### src/design/tile_pos_if.sv
`timescale 1ns/1ns

interface tile_pos_if #(
   parameter int H_ACTIVE = 1920,
   parameter int V_ACTIVE = 1080,
   parameter int KH_LOG2  = 4,
   parameter int KV_LOG2  = 3
);

   localparam int HBLKS = H_ACTIVE >> KH_LOG2;
   localparam int VBLKS = V_ACTIVE >> KV_LOG2;
   localparam int HT_W  = (HBLKS > 1) ? $clog2(HBLKS) : 1;
   localparam int VT_W  = (VBLKS > 1) ? $clog2(VBLKS) : 1;

   logic               de;
   logic [HT_W-1:0]    ht;
   logic [VT_W-1:0]    vt;
   logic [KH_LOG2-1:0] px_in_tile_x;
   logic               last_line_of_tile;
   logic               row_done;          // Falling de on the last line of a tile row.
   logic               frame_done;        // Rising vs.

   modport decode (output de, ht, vt, px_in_tile_x, last_line_of_tile, row_done, frame_done);

   modport execute (input de, ht, vt, px_in_tile_x, last_line_of_tile, row_done, frame_done);

   modport result (input de, ht, vt);

endinterface

### src/design/tile_cursor.sv
`timescale 1ns/1ns

module tile_cursor #(
   parameter int H_ACTIVE = 1920,
   parameter int V_ACTIVE = 1080,
   parameter int KH_LOG2  = 4,
   parameter int KV_LOG2  = 3
) (
   input  logic       vin_clk_i,
   input  logic       rst_i,
   input  logic       hs_i,
   input  logic       vs_i,
   input  logic       de_i,
   tile_pos_if.decode pos_o
);

   localparam int HBLKS = H_ACTIVE >> KH_LOG2;
   localparam int VBLKS = V_ACTIVE >> KV_LOG2;
   localparam int HT_W  = (HBLKS > 1) ? $clog2(HBLKS) : 1;
   localparam int VT_W  = (VBLKS > 1) ? $clog2(VBLKS) : 1;
   localparam int X_W   = $clog2(H_ACTIVE + 1);
   localparam int Y_W   = $clog2(V_ACTIVE + 1);

   logic [X_W-1:0]     x_cnt;    // Pixel index of the current input.
   logic [Y_W-1:0]     y_cnt;
   logic               hs_q;
   logic               vs_q;
   logic               de_q;
   logic               de_fall;
   logic               hs_rise;
   logic               vs_rise;
   logic               tile_last_line;
   logic [HT_W-1:0]    ht_q;
   logic [VT_W-1:0]    vt_q;
   logic [KH_LOG2-1:0] px_q;
   logic               last_q;
   logic               row_done_q;
   logic               frame_done_q;

   assign de_fall        = de_q && !de_i;
   assign hs_rise        = hs_i && !hs_q;
   assign vs_rise        = vs_i && !vs_q;
   assign tile_last_line = &y_cnt[KV_LOG2-1:0];

   always_ff @(posedge vin_clk_i) begin
      if (rst_i || vs_rise) begin
         x_cnt <= '0;
         y_cnt <= '0;
      end else begin
         if (de_i)
            x_cnt <= x_cnt + 1'b1;
         else if (de_fall || hs_rise)
            x_cnt <= '0; // Line start, resync on hs too.
         if (de_fall)
            y_cnt <= y_cnt + 1'b1;
      end
   end

   always_ff @(posedge vin_clk_i) begin
      if (rst_i) begin
         hs_q         <= 1'b0;
         vs_q         <= 1'b0;
         de_q         <= 1'b0;
         ht_q         <= '0;
         vt_q         <= '0;
         px_q         <= '0;
         last_q       <= 1'b0;
         row_done_q   <= 1'b0;
         frame_done_q <= 1'b0;
      end else begin
         hs_q         <= hs_i;
         vs_q         <= vs_i;
         de_q         <= de_i;
         ht_q         <= HT_W'(x_cnt >> KH_LOG2);
         vt_q         <= VT_W'(y_cnt >> KV_LOG2); // Still the old row during row_done.
         px_q         <= x_cnt[KH_LOG2-1:0];
         last_q       <= tile_last_line;
         row_done_q   <= de_fall && tile_last_line;
         frame_done_q <= vs_rise;
      end
   end

   assign pos_o.de                = de_q;
   assign pos_o.ht                = ht_q;
   assign pos_o.vt                = vt_q;
   assign pos_o.px_in_tile_x      = px_q;
   assign pos_o.last_line_of_tile = last_q;
   assign pos_o.row_done          = row_done_q;
   assign pos_o.frame_done        = frame_done_q;

endmodule

### src/flat_wrapper.sv
// flat-port wrapper written by rule: the top's interface ports become plain ports
module tile_cursor_flat 
#(
   parameter int H_ACTIVE = 1920,
   parameter int V_ACTIVE = 1080,
   parameter int KH_LOG2  = 4,
   parameter int KV_LOG2  = 3
)
  (vin_clk_i, rst_i, hs_i, vs_i, de_i, pos_o_de, pos_o_ht, pos_o_vt, pos_o_px_in_tile_x, pos_o_last_line_of_tile, pos_o_row_done, pos_o_frame_done);
  tile_pos_if #(.H_ACTIVE(H_ACTIVE), .V_ACTIVE(V_ACTIVE), .KH_LOG2(KH_LOG2), .KV_LOG2(KV_LOG2)) pos_o_i ();
  input  logic vin_clk_i;
  input  logic rst_i;
  input  logic hs_i;
  input  logic vs_i;
  input  logic de_i;
  output wire logic [$bits(pos_o_i.de)-1:0] pos_o_de;
  output wire logic [$bits(pos_o_i.ht)-1:0] pos_o_ht;
  output wire logic [$bits(pos_o_i.vt)-1:0] pos_o_vt;
  output wire logic [$bits(pos_o_i.px_in_tile_x)-1:0] pos_o_px_in_tile_x;
  output wire logic [$bits(pos_o_i.last_line_of_tile)-1:0] pos_o_last_line_of_tile;
  output wire logic [$bits(pos_o_i.row_done)-1:0] pos_o_row_done;
  output wire logic [$bits(pos_o_i.frame_done)-1:0] pos_o_frame_done;
  assign pos_o_de = pos_o_i.de;
  assign pos_o_ht = pos_o_i.ht;
  assign pos_o_vt = pos_o_i.vt;
  assign pos_o_px_in_tile_x = pos_o_i.px_in_tile_x;
  assign pos_o_last_line_of_tile = pos_o_i.last_line_of_tile;
  assign pos_o_row_done = pos_o_i.row_done;
  assign pos_o_frame_done = pos_o_i.frame_done;
  tile_cursor #(.H_ACTIVE(H_ACTIVE), .V_ACTIVE(V_ACTIVE), .KH_LOG2(KH_LOG2), .KV_LOG2(KV_LOG2)) u_core (.vin_clk_i(vin_clk_i), .rst_i(rst_i), .hs_i(hs_i), .vs_i(vs_i), .de_i(de_i), .pos_o(pos_o_i));
endmodule
### config.mk
export PLATFORM = sky130hd
export DESIGN_NAME = tile_cursor_flat
export DESIGN_NICKNAME = d
export VERILOG_FILES = /design/src/design/tile_pos_if.sv /design/src/design/tile_cursor.sv /design/src/flat_wrapper.sv
export SDC_FILE = /design/constraint.sdc
export NUM_CORES = 1
export LEC_CHECK = 0
export BUFFER_PORTS_ARGS = -buffer_cell sky130_fd_sc_hd__buf_2
export CORE_ASPECT_RATIO = 0.9
export CORE_MARGIN = 1
export CORE_UTILIZATION = 23
export CTS_CLUSTER_SIZE = 40
export DETAILED_ROUTE_END_ITERATION = 6
export GPL_ROUTABILITY_DRIVEN = 0
export PLACE_DENSITY_LB_ADDON = 0.2
export REMOVE_ABC_BUFFERS = 1
export SYNTH_ARGS = -nofsm -noshare
export SYNTH_HDL_FRONTEND = slang
export SYNTH_SLANG_ARGS = --single-unit
### constraint.sdc
create_clock -name vin_clk_i -period 1.6 [get_ports vin_clk_i]
set_input_delay 0.08 -clock vin_clk_i [delete_from_list [all_inputs] [get_ports vin_clk_i]]
set_output_delay 0.08 -clock vin_clk_i [all_outputs]
set_load 0.1 [all_outputs]
==> flow_metrics.env <==
export IMPL_drive_gt1_share_pct=22.5
export IMPL_min_from="hs_i"
export IMPL_routed_wl_mm=3.31
export IMPL_worstSetupStartpointType="flip-flop"
export IMPL_cp_startpoint="u_core.x_cnt[1]"
export IMPL_nets=216
export IMPL_min_period_ns=1.51
export IMPL_tightest_slew_ns=0.494
export IMPL_grt_pass1_vias=1202
export IMPL_hp_class="primary input to flip-flop"
export IMPL_cts_tree="yes"
export IMPL_synth_seq_cells=47
export IMPL_antenna_found_initial=0
export IMPL_syn_instance_count=174
export IMPL_htree_levels=2
export IMPL_core_area_um2=7150
export IMPL_wl_per_cell_um=11.0
export IMPL_hold_violations=0
export IMPL_clk_latency_ns=0.30
export IMPL_ir_drop_mv=0.305
export IMPL_grt_usage_pct=9.33
export IMPL_synth_top_cell_by_area="dfxtp_1"
export IMPL_worstReg2RegStart="u_core.x_cnt[1]"
export IMPL_io_buffers=27
export IMPL_maxCapViolations=0
export IMPL_grt_pass1_wl_mm=5.73
export IMPL_num_vias=1262
export IMPL_pre_cts_ws_ns=0.107
export IMPL_crit_path_end_kind="flip-flop"
export IMPL_die_area_um2=7820
export IMPL_clkTransAtPathRegs_ns=0.09
export IMPL_final_area_um2=2090
export IMPL_required_ns=1.83
export IMPL_firstDrtPassIters=4
export IMPL_setup_slack_ns=0.0897
export IMPL_yosysWarnings=0
export IMPL_area_growth_pct=21.5
export IMPL_cts_root_buf="clkbuf_8"
export IMPL_p_per_area_nw_per_um2=952
export IMPL_io_pins=28
export IMPL_slew_limit_headroom_pct=67.3
export IMPL_finClkSkew_ns=0.0104
export IMPL_outcome="complete, no violations"
export IMPL_rsz0062_at_grt="false"
export IMPL_crit_chain="ha_1, and4_2, nand3_1, or3_1, a21oi_1"
export IMPL_setup_viol=0
export IMPL_dp_hpwl_mm=2.28
export IMPL_start_util_pct=24.1
export IMPL_netlist_area_leader_share_pct=54.7
export IMPL_drv_slew=0
export IMPL_crit_slowest_cell="dfxtp_1"
export IMPL_ant_nets=0
export IMPL_fmax_ghz=0.662
export IMPL_cts_inserted_buffers=5
export IMPL_slowest_delay_ns=0.42
export IMPL_cts_buffer_depth=2
export IMPL_critPathKind="flip-flop to flip-flop"
export IMPL_num_rows=29
export IMPL_diodes=0
export IMPL_netlist_area_um2=1720
export IMPL_synth_area_top_cells="dfxtp_1 55%, nor2b_1 8.0%, xor2_1 3.6%"
export IMPL_grt_max_degree=23
export IMPL_ctsHoldBuffers=0
export IMPL_total_leakage_power_nw=0.842
export IMPL_avgSynthCellArea_um2=9.88
export IMPL_grt_ovfl_total=0
export IMPL_drt_iter0_markers=38
export IMPL_seq_area_frac_synth_pct=54.7
export IMPL_arrival_ns=1.74
export IMPL_clock_sinks=47
export IMPL_cp_max_fo=6
export IMPL_place_area_um2=2000
export IMPL_die_h_um=84.0
export IMPL_route_detailed_drc=0
export IMPL_die_x_um=93.1
export IMPL_viasPerCell=4.18
export IMPL_fin_crit_sh_pct=94.4
export IMPL_synth_distinct_cells=34
[logic make-up (layout without fill, tap and decap cells)]
kind of cell    count (synthesis)  after routing  synth area share [%]
flops                          47             47                  54.7
mux                             3              3                  1.75
buf+inv                        11             46                  2.47
fa+ha+maj                       3              3                  2.18
xor+xnor                        8              8                  4.08
simple gates                   75             75                  24.7
compound gates                 27             27                  10.1
[cell usage after synthesis]
library cell  instances
inv_1                 4
nor2_1               16
nand4_1               2
and4_4                1
or3_1                 3
a311oi_1              3
dfxtp_1              47
nand3b_1              1
a41oi_1               2
nor2b_1              22
xor2_1                7
o211ai_1              1
nand2_1               9
buf_2                 1
o21a_1                1
a211oi_1              2
clkbuf_1              5
mux2i_1               3
buf_1                 1
a22oi_1               1
a21oi_1               6
ha_1                  3
nand3_1               8
and2_1                3
o21ai_0               6
and4_1                3
nand4b_1              1
or4b_1                1
nand2_2               1
and3_1                2
and4b_1               2
a21o_1                1
xnor2_1               1
a31oi_1               4
[cell usage in the layout (no fill, tap or decap), types with 5 or more instances in the layout]
cell / netlist / layout
dfxtp_1: 47 / 45
buf_2: 1 / 27
nor2b_1: 22 / 22
nor2_1: 16 / 16
nand2_1: 9 / 9
nand3_1: 8 / 8
xor2_1: 7 / 7
buf_4: 0 / 7
o21ai_0: 6 / 6
a21oi_1: 6 / 6
clkbuf_8: 0 / 5
[worst max-delay path: cells and delay by family (launching register included)]
| family | cells | cell delay [ns] |
|---|---|---|
| and+or+nand+nor | 3 | 0.68 |
| DFF | 1 | 0.42 |
| adders and majority gates | 1 | 0.20 |
| AOI/OAI and AO/OA | 1 | 0.14 |
[flip-flops by register name (all words and copies together) (netlist names)]
signal / cells
u_core.pos_o.row_done: 1
u_core.pos_o.px_in_tile_x: 4
u_core.pos_o.vt: 8
u_core.pos_o.ht: 7
u_core.vs_q: 1
u_core.x_cnt: 11
u_core.pos_o.de: 1
u_core.y_cnt: 11
u_core.pos_o.last_line_of_tile: 1
u_core.pos_o.frame_done: 1
u_core.hs_q: 1
[power breakdown]
group	total, W	internal (W)	switching, W
clock network	0.000699	0.000304	0.000395
registers	0.00119	0.00118	0.00000729
logic	0.000104	0.0000262	0.0000775
total	0.00199	0.00151	0.000480
[worst paths after layout]
check / endpoint / slack (ns) / depth (start not counted)
worst max-delay path: u_core.x_cnt[10] / 0.09 / 5
worst min-delay path: u_core.hs_q / 0.04 / 3
worst max register to register: u_core.x_cnt[10] / 0.09 / 5
worst min register to register: u_core.pos_o.vt[7] / 0.48 / 1
[metrics by stage]
| step | std cells | TNS (ns) | util (%) | hold slack (ns) | power (W) |
|---|---|---|---|---|---|
| after floorplan | 167 | -1.86 | - | 0.147 | 0.00127 |
| after global placement | 294 | 0 | 27.9 | 0.339 | 0.00132 |
| after detailed placement | 294 | 0 | 27.9 | 0.348 | 0.00132 |
| after CTS | 302 | 0 | 29.2 | 0.0251 | 0.00203 |
| after global routing | 302 | 0 | 29.2 | 0.0473 | 0.00210 |
| final | 302 | 0 | 29.2 | 0.0359 | 0.00199 |
[routing by layer]
metal | part of all wire (%) | up-vias | global-route usage, %
met5 | 0 | - | 0
met4 | 2.0 | 0 | 4.20
met3 | 4.8 | 5 | 2.64
met2 | 42 | 27 | 14.1
met1 | 51 | 559 | 12.2
li1 | - | 671 | -
[timing repair]
item	in CTS	in global routing
resized for setup	0	3
setup endpoints to repair	0	2
buffers inserted	0	0
[final cells by class]
cell class / instances / area [µm²]
Clock inverter: 3 / 20.0
Clock buffer: 5 / 68.8
Fill cell: 774 / 5060
Timing Repair Buffer: 34 / 188
Inverter: 4 / 15.0
Tap cell: 93 / 116
Sequential cell: 47 / 943
Multi-Input combinational cell: 116 / 737
No activity file was read; power rests on OpenSTA's default activity.
