`src/design/mosaic_pkg.sv`:
```
package mosaic_pkg;

   // Red sits in the upper byte.
   typedef struct packed {
      logic [7:0] r;
      logic [7:0] g;
      logic [7:0] b;
   } pixel_t;

   // Code 3 is unnamed and is treated like MODE_PASS.
   typedef enum logic [1:0] {
      MODE_PASS      = 2'd0,
      MODE_MOSAIC    = 2'd1,
      MODE_DARK_MASK = 2'd2
   } mix_mode_t;

   // One word of the tile memory.
   typedef struct packed {
      pixel_t color;
      logic   dark;
   } tile_avg_t;

   // Input pins to output pins, in clock cycles.
   localparam int PIPE_LAT = 2;

   // Approximate luma, (r + 2g + b) / 4.
   function automatic logic [7:0] luma(pixel_t p);
      logic [9:0] sum;
      sum = {2'b00, p.r} + {1'b0, p.g, 1'b0} + {2'b00, p.b};
      return sum[9:2];
   endfunction

endpackage

```
`src/design/tile_pos_if.sv`:
```
`timescale 1ns/1ns

interface tile_pos_if #(
   parameter int H_ACTIVE = 1920,
   parameter int V_ACTIVE = 1080,
   parameter int KH_LOG2  = 4,
   parameter int KV_LOG2  = 3
);

   localparam int HBLKS = H_ACTIVE >> KH_LOG2;
   localparam int VBLKS = V_ACTIVE >> KV_LOG2;
   localparam int HT_W  = (HBLKS > 1) ? $clog2(HBLKS) : 1;
   localparam int VT_W  = (VBLKS > 1) ? $clog2(VBLKS) : 1;

   logic               de;
   logic [HT_W-1:0]    ht;
   logic [VT_W-1:0]    vt;
   logic [KH_LOG2-1:0] px_in_tile_x;
   logic               last_line_of_tile;
   logic               row_done;          // Falling de on the last line of a tile row.
   logic               frame_done;        // Rising vs.

   modport decode (output de, ht, vt, px_in_tile_x, last_line_of_tile, row_done, frame_done);

   modport execute (input de, ht, vt, px_in_tile_x, last_line_of_tile, row_done, frame_done);

   modport result (input de, ht, vt);

endinterface

```
`src/design/mosaic_mixer.sv`:
```
`timescale 1ns/1ns

module mosaic_mixer #(
   parameter int H_ACTIVE = 1920,
   parameter int V_ACTIVE = 1080,
   parameter int KH_LOG2  = 4,
   parameter int KV_LOG2  = 3,
   localparam int HBLKS   = H_ACTIVE >> KH_LOG2,
   localparam int VBLKS   = V_ACTIVE >> KV_LOG2,
   localparam int TILES   = HBLKS * VBLKS,
   localparam int ADDR_W  = (TILES > 1) ? $clog2(TILES) : 1
) (
   input  logic                  vin_clk_i,
   input  logic                  rst_i,
   tile_pos_if.result            pos_i,
   input  mosaic_pkg::pixel_t    pix_i,
   input  logic                  hs_i,
   input  logic                  vs_i,
   input  mosaic_pkg::mix_mode_t mode_i,
   input  logic                  tiles_valid_i,
   output logic [ADDR_W-1:0]     rd_addr_o,
   input  mosaic_pkg::tile_avg_t rd_data_i,
   output logic                  vout_hs_o,
   output logic                  vout_vs_o,
   output logic                  vout_de_o,
   output mosaic_pkg::pixel_t    vout_data_o
);

   import mosaic_pkg::*;

   // The input register in the top takes the first cycle.
   localparam int MIX_DLY = PIPE_LAT - 1;

   typedef struct packed {
      logic      hs;
      logic      vs;
      logic      de;
      logic      valid;
      mix_mode_t mode;
      pixel_t    pix;
   } live_t;

   live_t live_in;
   live_t live_dly [MIX_DLY];
   live_t live_out;

   assign rd_addr_o = ADDR_W'(pos_i.vt) * ADDR_W'(HBLKS) + ADDR_W'(pos_i.ht);

   assign live_in = '{hs: hs_i, vs: vs_i, de: pos_i.de, valid: tiles_valid_i,
                      mode: mode_i, pix: pix_i};

   // Live video waits here for the tile memory read.
   always_ff @(posedge vin_clk_i) begin
      if (rst_i) begin
         for (int i = 0; i < MIX_DLY; i++)
            live_dly[i] <= '0;
      end else begin
         live_dly[0] <= live_in;
         for (int i = 1; i < MIX_DLY; i++)
            live_dly[i] <= live_dly[i-1];
      end
   end

   assign live_out  = live_dly[MIX_DLY-1];
   assign vout_hs_o = live_out.hs;
   assign vout_vs_o = live_out.vs;
   assign vout_de_o = live_out.de;

   always_comb begin
      vout_data_o = '0; // Black outside de.
      if (live_out.de) begin
         vout_data_o = live_out.pix;
         if (live_out.valid) begin
            case (live_out.mode)
               MODE_MOSAIC:    vout_data_o = rd_data_i.color;
               MODE_DARK_MASK: if (rd_data_i.dark) vout_data_o = '0;
               default:        ;
            endcase
         end
      end
   end

endmodule

```
`src/flat_wrapper.sv`:
```
// flat-port wrapper written by rule: the top's interface ports become plain ports
module mosaic_mixer_flat import mosaic_pkg::*;
#(
   parameter int H_ACTIVE = 1920,
   parameter int V_ACTIVE = 1080,
   parameter int KH_LOG2  = 4,
   parameter int KV_LOG2  = 3,
   localparam int HBLKS   = H_ACTIVE >> KH_LOG2,
   localparam int VBLKS   = V_ACTIVE >> KV_LOG2,
   localparam int TILES   = HBLKS * VBLKS,
   localparam int ADDR_W  = (TILES > 1) ? $clog2(TILES) : 1
)
  (vin_clk_i, rst_i, pix_i, hs_i, vs_i, mode_i, tiles_valid_i, rd_addr_o, rd_data_i, vout_hs_o, vout_vs_o, vout_de_o, vout_data_o, pos_i_de, pos_i_ht, pos_i_vt);
  tile_pos_if #(.H_ACTIVE(H_ACTIVE), .V_ACTIVE(V_ACTIVE), .KH_LOG2(KH_LOG2), .KV_LOG2(KV_LOG2)) pos_i_i ();
  input  logic vin_clk_i;
  input  logic rst_i;
  input  mosaic_pkg::pixel_t pix_i;
  input  logic hs_i;
  input  logic vs_i;
  input  mosaic_pkg::mix_mode_t mode_i;
  input  logic tiles_valid_i;
  output logic [ADDR_W-1:0] rd_addr_o;
  input  mosaic_pkg::tile_avg_t rd_data_i;
  output logic vout_hs_o;
  output logic vout_vs_o;
  output logic vout_de_o;
  output mosaic_pkg::pixel_t vout_data_o;
  input wire logic [$bits(pos_i_i.de)-1:0] pos_i_de;
  input wire logic [$bits(pos_i_i.ht)-1:0] pos_i_ht;
  input wire logic [$bits(pos_i_i.vt)-1:0] pos_i_vt;
  assign pos_i_i.de = pos_i_de;
  assign pos_i_i.ht = pos_i_ht;
  assign pos_i_i.vt = pos_i_vt;
  mosaic_mixer #(.H_ACTIVE(H_ACTIVE), .V_ACTIVE(V_ACTIVE), .KH_LOG2(KH_LOG2), .KV_LOG2(KV_LOG2)) u_core (.vin_clk_i(vin_clk_i), .rst_i(rst_i), .pos_i(pos_i_i), .pix_i(pix_i), .hs_i(hs_i), .vs_i(vs_i), .mode_i(mode_i), .tiles_valid_i(tiles_valid_i), .rd_addr_o(rd_addr_o), .rd_data_i(rd_data_i), .vout_hs_o(vout_hs_o), .vout_vs_o(vout_vs_o), .vout_de_o(vout_de_o), .vout_data_o(vout_data_o));
endmodule
```
`config.mk`:
```
export PLATFORM = sky130hd
export DESIGN_NAME = mosaic_mixer_flat
export DESIGN_NICKNAME = d
export VERILOG_FILES = /design/src/design/mosaic_pkg.sv /design/src/design/tile_pos_if.sv /design/src/design/mosaic_mixer.sv /design/src/flat_wrapper.sv
export SDC_FILE = /design/constraint.sdc
export NUM_CORES = 1
export LEC_CHECK = 0
export BUFFER_PORTS_ARGS = -buffer_cell sky130_fd_sc_hd__buf_2
export CORE_MARGIN = 2
export CORE_UTILIZATION = 42
export CTS_BUF_LIST = sky130_fd_sc_hd__clkbuf_16
export CTS_CLUSTER_SIZE = 24
export DETAILED_ROUTE_END_ITERATION = 10
export PLACE_DENSITY_LB_ADDON = 0.3
export SLEW_MARGIN = 20
export SYNTH_ARGS = -nofsm -noshare
export SYNTH_HDL_FRONTEND = slang
export SYNTH_SLANG_ARGS = --single-unit
```
`constraint.sdc`:
```
create_clock -name vin_clk_i -period 2.5 [get_ports vin_clk_i]
set_input_delay 0 -clock vin_clk_i [delete_from_list [all_inputs] [get_ports vin_clk_i]]
set_output_delay 0 -clock vin_clk_i [all_outputs]
set_load 0.02 [all_outputs]
```
==> reports/results.tsv <==
stage	metric	value	unit
synth	synthCells	236	
worst_setup_path	critPathTopFamily	adder cells	
detailed_routing	drc	0	
placed_design	dp_hpwl	4180	um
grt	grt_pass1_vias	2238	
die	rows	26	
timing	fin_crit	2.93	ns
placed_design	io_buffers	106	
cells_and_area	seq_area	601	um2
synth	netlist_top_cells_count	nor2b_1, dfxtp_1, inv_1	
timing	finalSetupViolCount	7	
synth	syn_nets	341	
detailed_routing	drt_pass1_iterations	4	
timing	holdWs	0.0000292	ns
synth	synth_area_leaders	dfxtp_1, nor2b_1, fa_1	
clocking	clock-sinks	30	
cells_and_area	n_fill_cell	388	
cells_and_area	areaGrowthSynthToFinish	64.2	%
timing	drv_slew	0	
die	die_h	77.0	um
synth	synth-seq-cells	30	
clocking	cts_tree	yes	
detailed_routing	antenna_left	0	
cells_and_area	largest_reg_flops	30	
cells_and_area	drive_gt1_share	44.2	%
timing	tightest_slew	0.686	ns
grt	grt-ovfl-total	0	
outcome	outcome	finished, violations left	
worst_setup_path	startpoint_type	primary input	
grt	use_met3	4.71	%
placed_design	dpl-instance-area	3150	um2
grt	antenna_found_initial	0	
die	die_area	5930	um2
synth	syn_area_per_cell	9.48	um2
worst_setup_path	cpPeakStageDelay	0.60	ns
detailed_routing	vias_per_cell	4.59	
outcome	violations	negative setup slack	
synth	yosysWarnings	0	
detailed_routing	wl_per_cell	12.2	um
detailed_routing	wirelength	5760	um
grt	grt.met1_usage	22.0	%
placed_design	place.gp.congestion	0.768	
cells_and_area	multi_input_area	1590	um2
die	num_io_pins	113	
pwr	power.share.clock	20.7	%
synth	synth_top_area_share	26.8	%
clocking	cts_made_buffers	5	
synth	synth_top_cell_by_area	dfxtp_1	
worst_setup_path	crit_arrival	2.93	ns
grt	grt_pass1_wl	9630	um
run	max_cap_viol_count	0	
detailed_routing	num_vias	2172	
pwr	power.switching	0.958	mW
timing	relSlewSlack	54.2	%
pwr	power_frac_seq	19.3	%
worst_setup_path	critPathCaptureType	output pin	
worst_setup_path	path_max_fanout	3	
worst_setup_path	timing_worst_setup_path_type	primary input to output pin	
die	start_util	43.5	%
pwr	p_comb_share	60.0	%
synth	synth_edf_count	0	
timing	fin_ws	-0.433	ns
detailed_routing	first_iter_violations	45	
clocking	htree_levels	2	
worst_setup_path	cp_num_buf_inv	4	
synth	yosys.cell_types.count	35	
die	coreArea	5140	um2
grt	grt.total_usage	20.0	%
pwr	p_leak	1.81	nW
synth	async_reset_ff_share	0	%
timing	timing.fmax	0.341	GHz
grt	busiest_layer	met2	
worst_setup_path	crit_required	2.50	ns
synth	synth_most_common_cell	nor2b_1	
die	dieWidth	77.0	um
clocking	cts_buffer_depth	2	
cells_and_area	regMostFlops	u_core.live_dly	
pwr	ir_worst_vdd	0.489	mV
worst_hold_path	hold_class	primary input to output pin	
timing	post-route-period-util	117	%
worst_setup_path	worstPathCellList	buf_8, fa_2, fa_1, inv_2, fa_2, inv_2, ha_4, a21oi_4, nor2b_2, nand4_1, nor3b_2, xor2_2, buf_6	
grt	grt_max_degree	31	
cells_and_area	top_regs	u_core.live_dly (30)	
cells_and_area	nNetsFinal	507	
pwr	switching_share	35.7	%
cells_and_area	design_area	3680	um2
grt	met2_usage	37.2	%
synth	syn-cell-area	2240	um2
clocking	clockRootBuffer	clkbuf_16	
worst_setup_path	crit_slowest_cell	fa_1	
pwr	p_per_area	730	nW/um2
timing	rsz0062_at_grt	true	
synth	synthFlopType	dfxtp_1	
pwr	p_int	1.72	mW
timing	hold_viol	0	
synth	seq_area_frac_synth	26.8	%
cells_and_area	antenna_cells	0	
==> path summary, 6_finish.rpt <==
kind / start / endpoint / slack [ns] / cells past startpoint
setup / recovery: pos_i_vt[1] / rd_addr_o[13] / -0.43 / 13
hold / removal: pos_i_ht[2] / rd_addr_o[2] / 0.00003 / 0
==> area by class of cell <==
cell class	count	area share [%]
Clock buffer	5	3.40
Clock inverter	3	0.442
Inverter	27	2.96
Multi-Input combinational cell	166	43.3
Sequential cell	30	16.3
Tap cell	70	2.38
Timing Repair Buffer	172	31.2
==> per-layer routing <==
metal  part of all wire (%)  up-vias  wire [um]
met5                      0        -          0
met4                    1.8        0        105
met1                     40      984       2320
met2                     52       82       2980
li1                       -     1094          -
met3                    6.1       12        352
==> logic make-up after synthesis <==
logic type               share of synthesized area (%)
adder cells (fa/ha/maj)                           23.1
XOR/XNOR                                          7.66
AND/OR/NAND/NOR                                   20.2
multiplexers                                     0.447
AO/OA/AOI/OAI                                     14.5
flip-flops                                        26.8
buffers and inverters                             7.21
==> placed cells by master (no fill, tap or decap), drive strengths merged <==
cell type,instances
buf,142
nor2b,56
dlygate4sd3,30
dfxtp,30
inv,25
a22oi,24
ha,19
fa,14
xnor2,10
xor2,7
a21o,5
clkbuf,5
nor2,4
a21oi,4
clkinvlp,3
nand2,3
o211ai,2
a211oi,2
o21ai,2
clkinv,2
o21a,1
and3,1
and2b,1
mux2i,1
o311ai,1
or2,1
o22ai,1
nand4,1
nor3b,1
and4,1
nand3,1
and3b,1
nand2b,1
nand3b,1
==> power by group through the flow <==
stage / clock (mW) / combinational (mW) / sequential (mW)
floorplan: 0 / 0.917 / 0.524
global placement: 0 / 1.39 / 0.526
detailed placement: 0 / 1.42 / 0.526
CTS: 0.569 / 1.56 / 0.517
global route: 0.592 / 1.74 / 0.520
finish: 0.556 / 1.61 / 0.517
==> what timing repair did <==
action | in CTS | in global routing
endpoints found under the hold margin | 30 | 0
hold buffers | 30 | 0
resized for setup | 14 | 12
pin swaps | 6 | 8
buffers inserted | 0 | 1
setup endpoints to repair | 7 | 8
==> through the flow <==
| stage | setup slack, ns | TNS (ns) | total power [mW] | util [%] | std cells |
|---|---|---|---|---|---|
| 6_report | -0.433 | -1.73 | 2.68 | 71.5 | 473 |
| 2_1_floorplan | -0.283 | -0.708 | 1.44 | - | 236 |
| 3_5_place_dp | -0.529 | -2.10 | 1.94 | 61.2 | 434 |
| 5_1_grt | -0.557 | -2.49 | 2.86 | 71.5 | 473 |
| 4_1_cts | -0.494 | -1.79 | 2.65 | 70.8 | 472 |
| 3_3_place_gp | -0.476 | -1.80 | 1.92 | 61.2 | 434 |
Note: power is estimated with default switching activity, not from simulation.
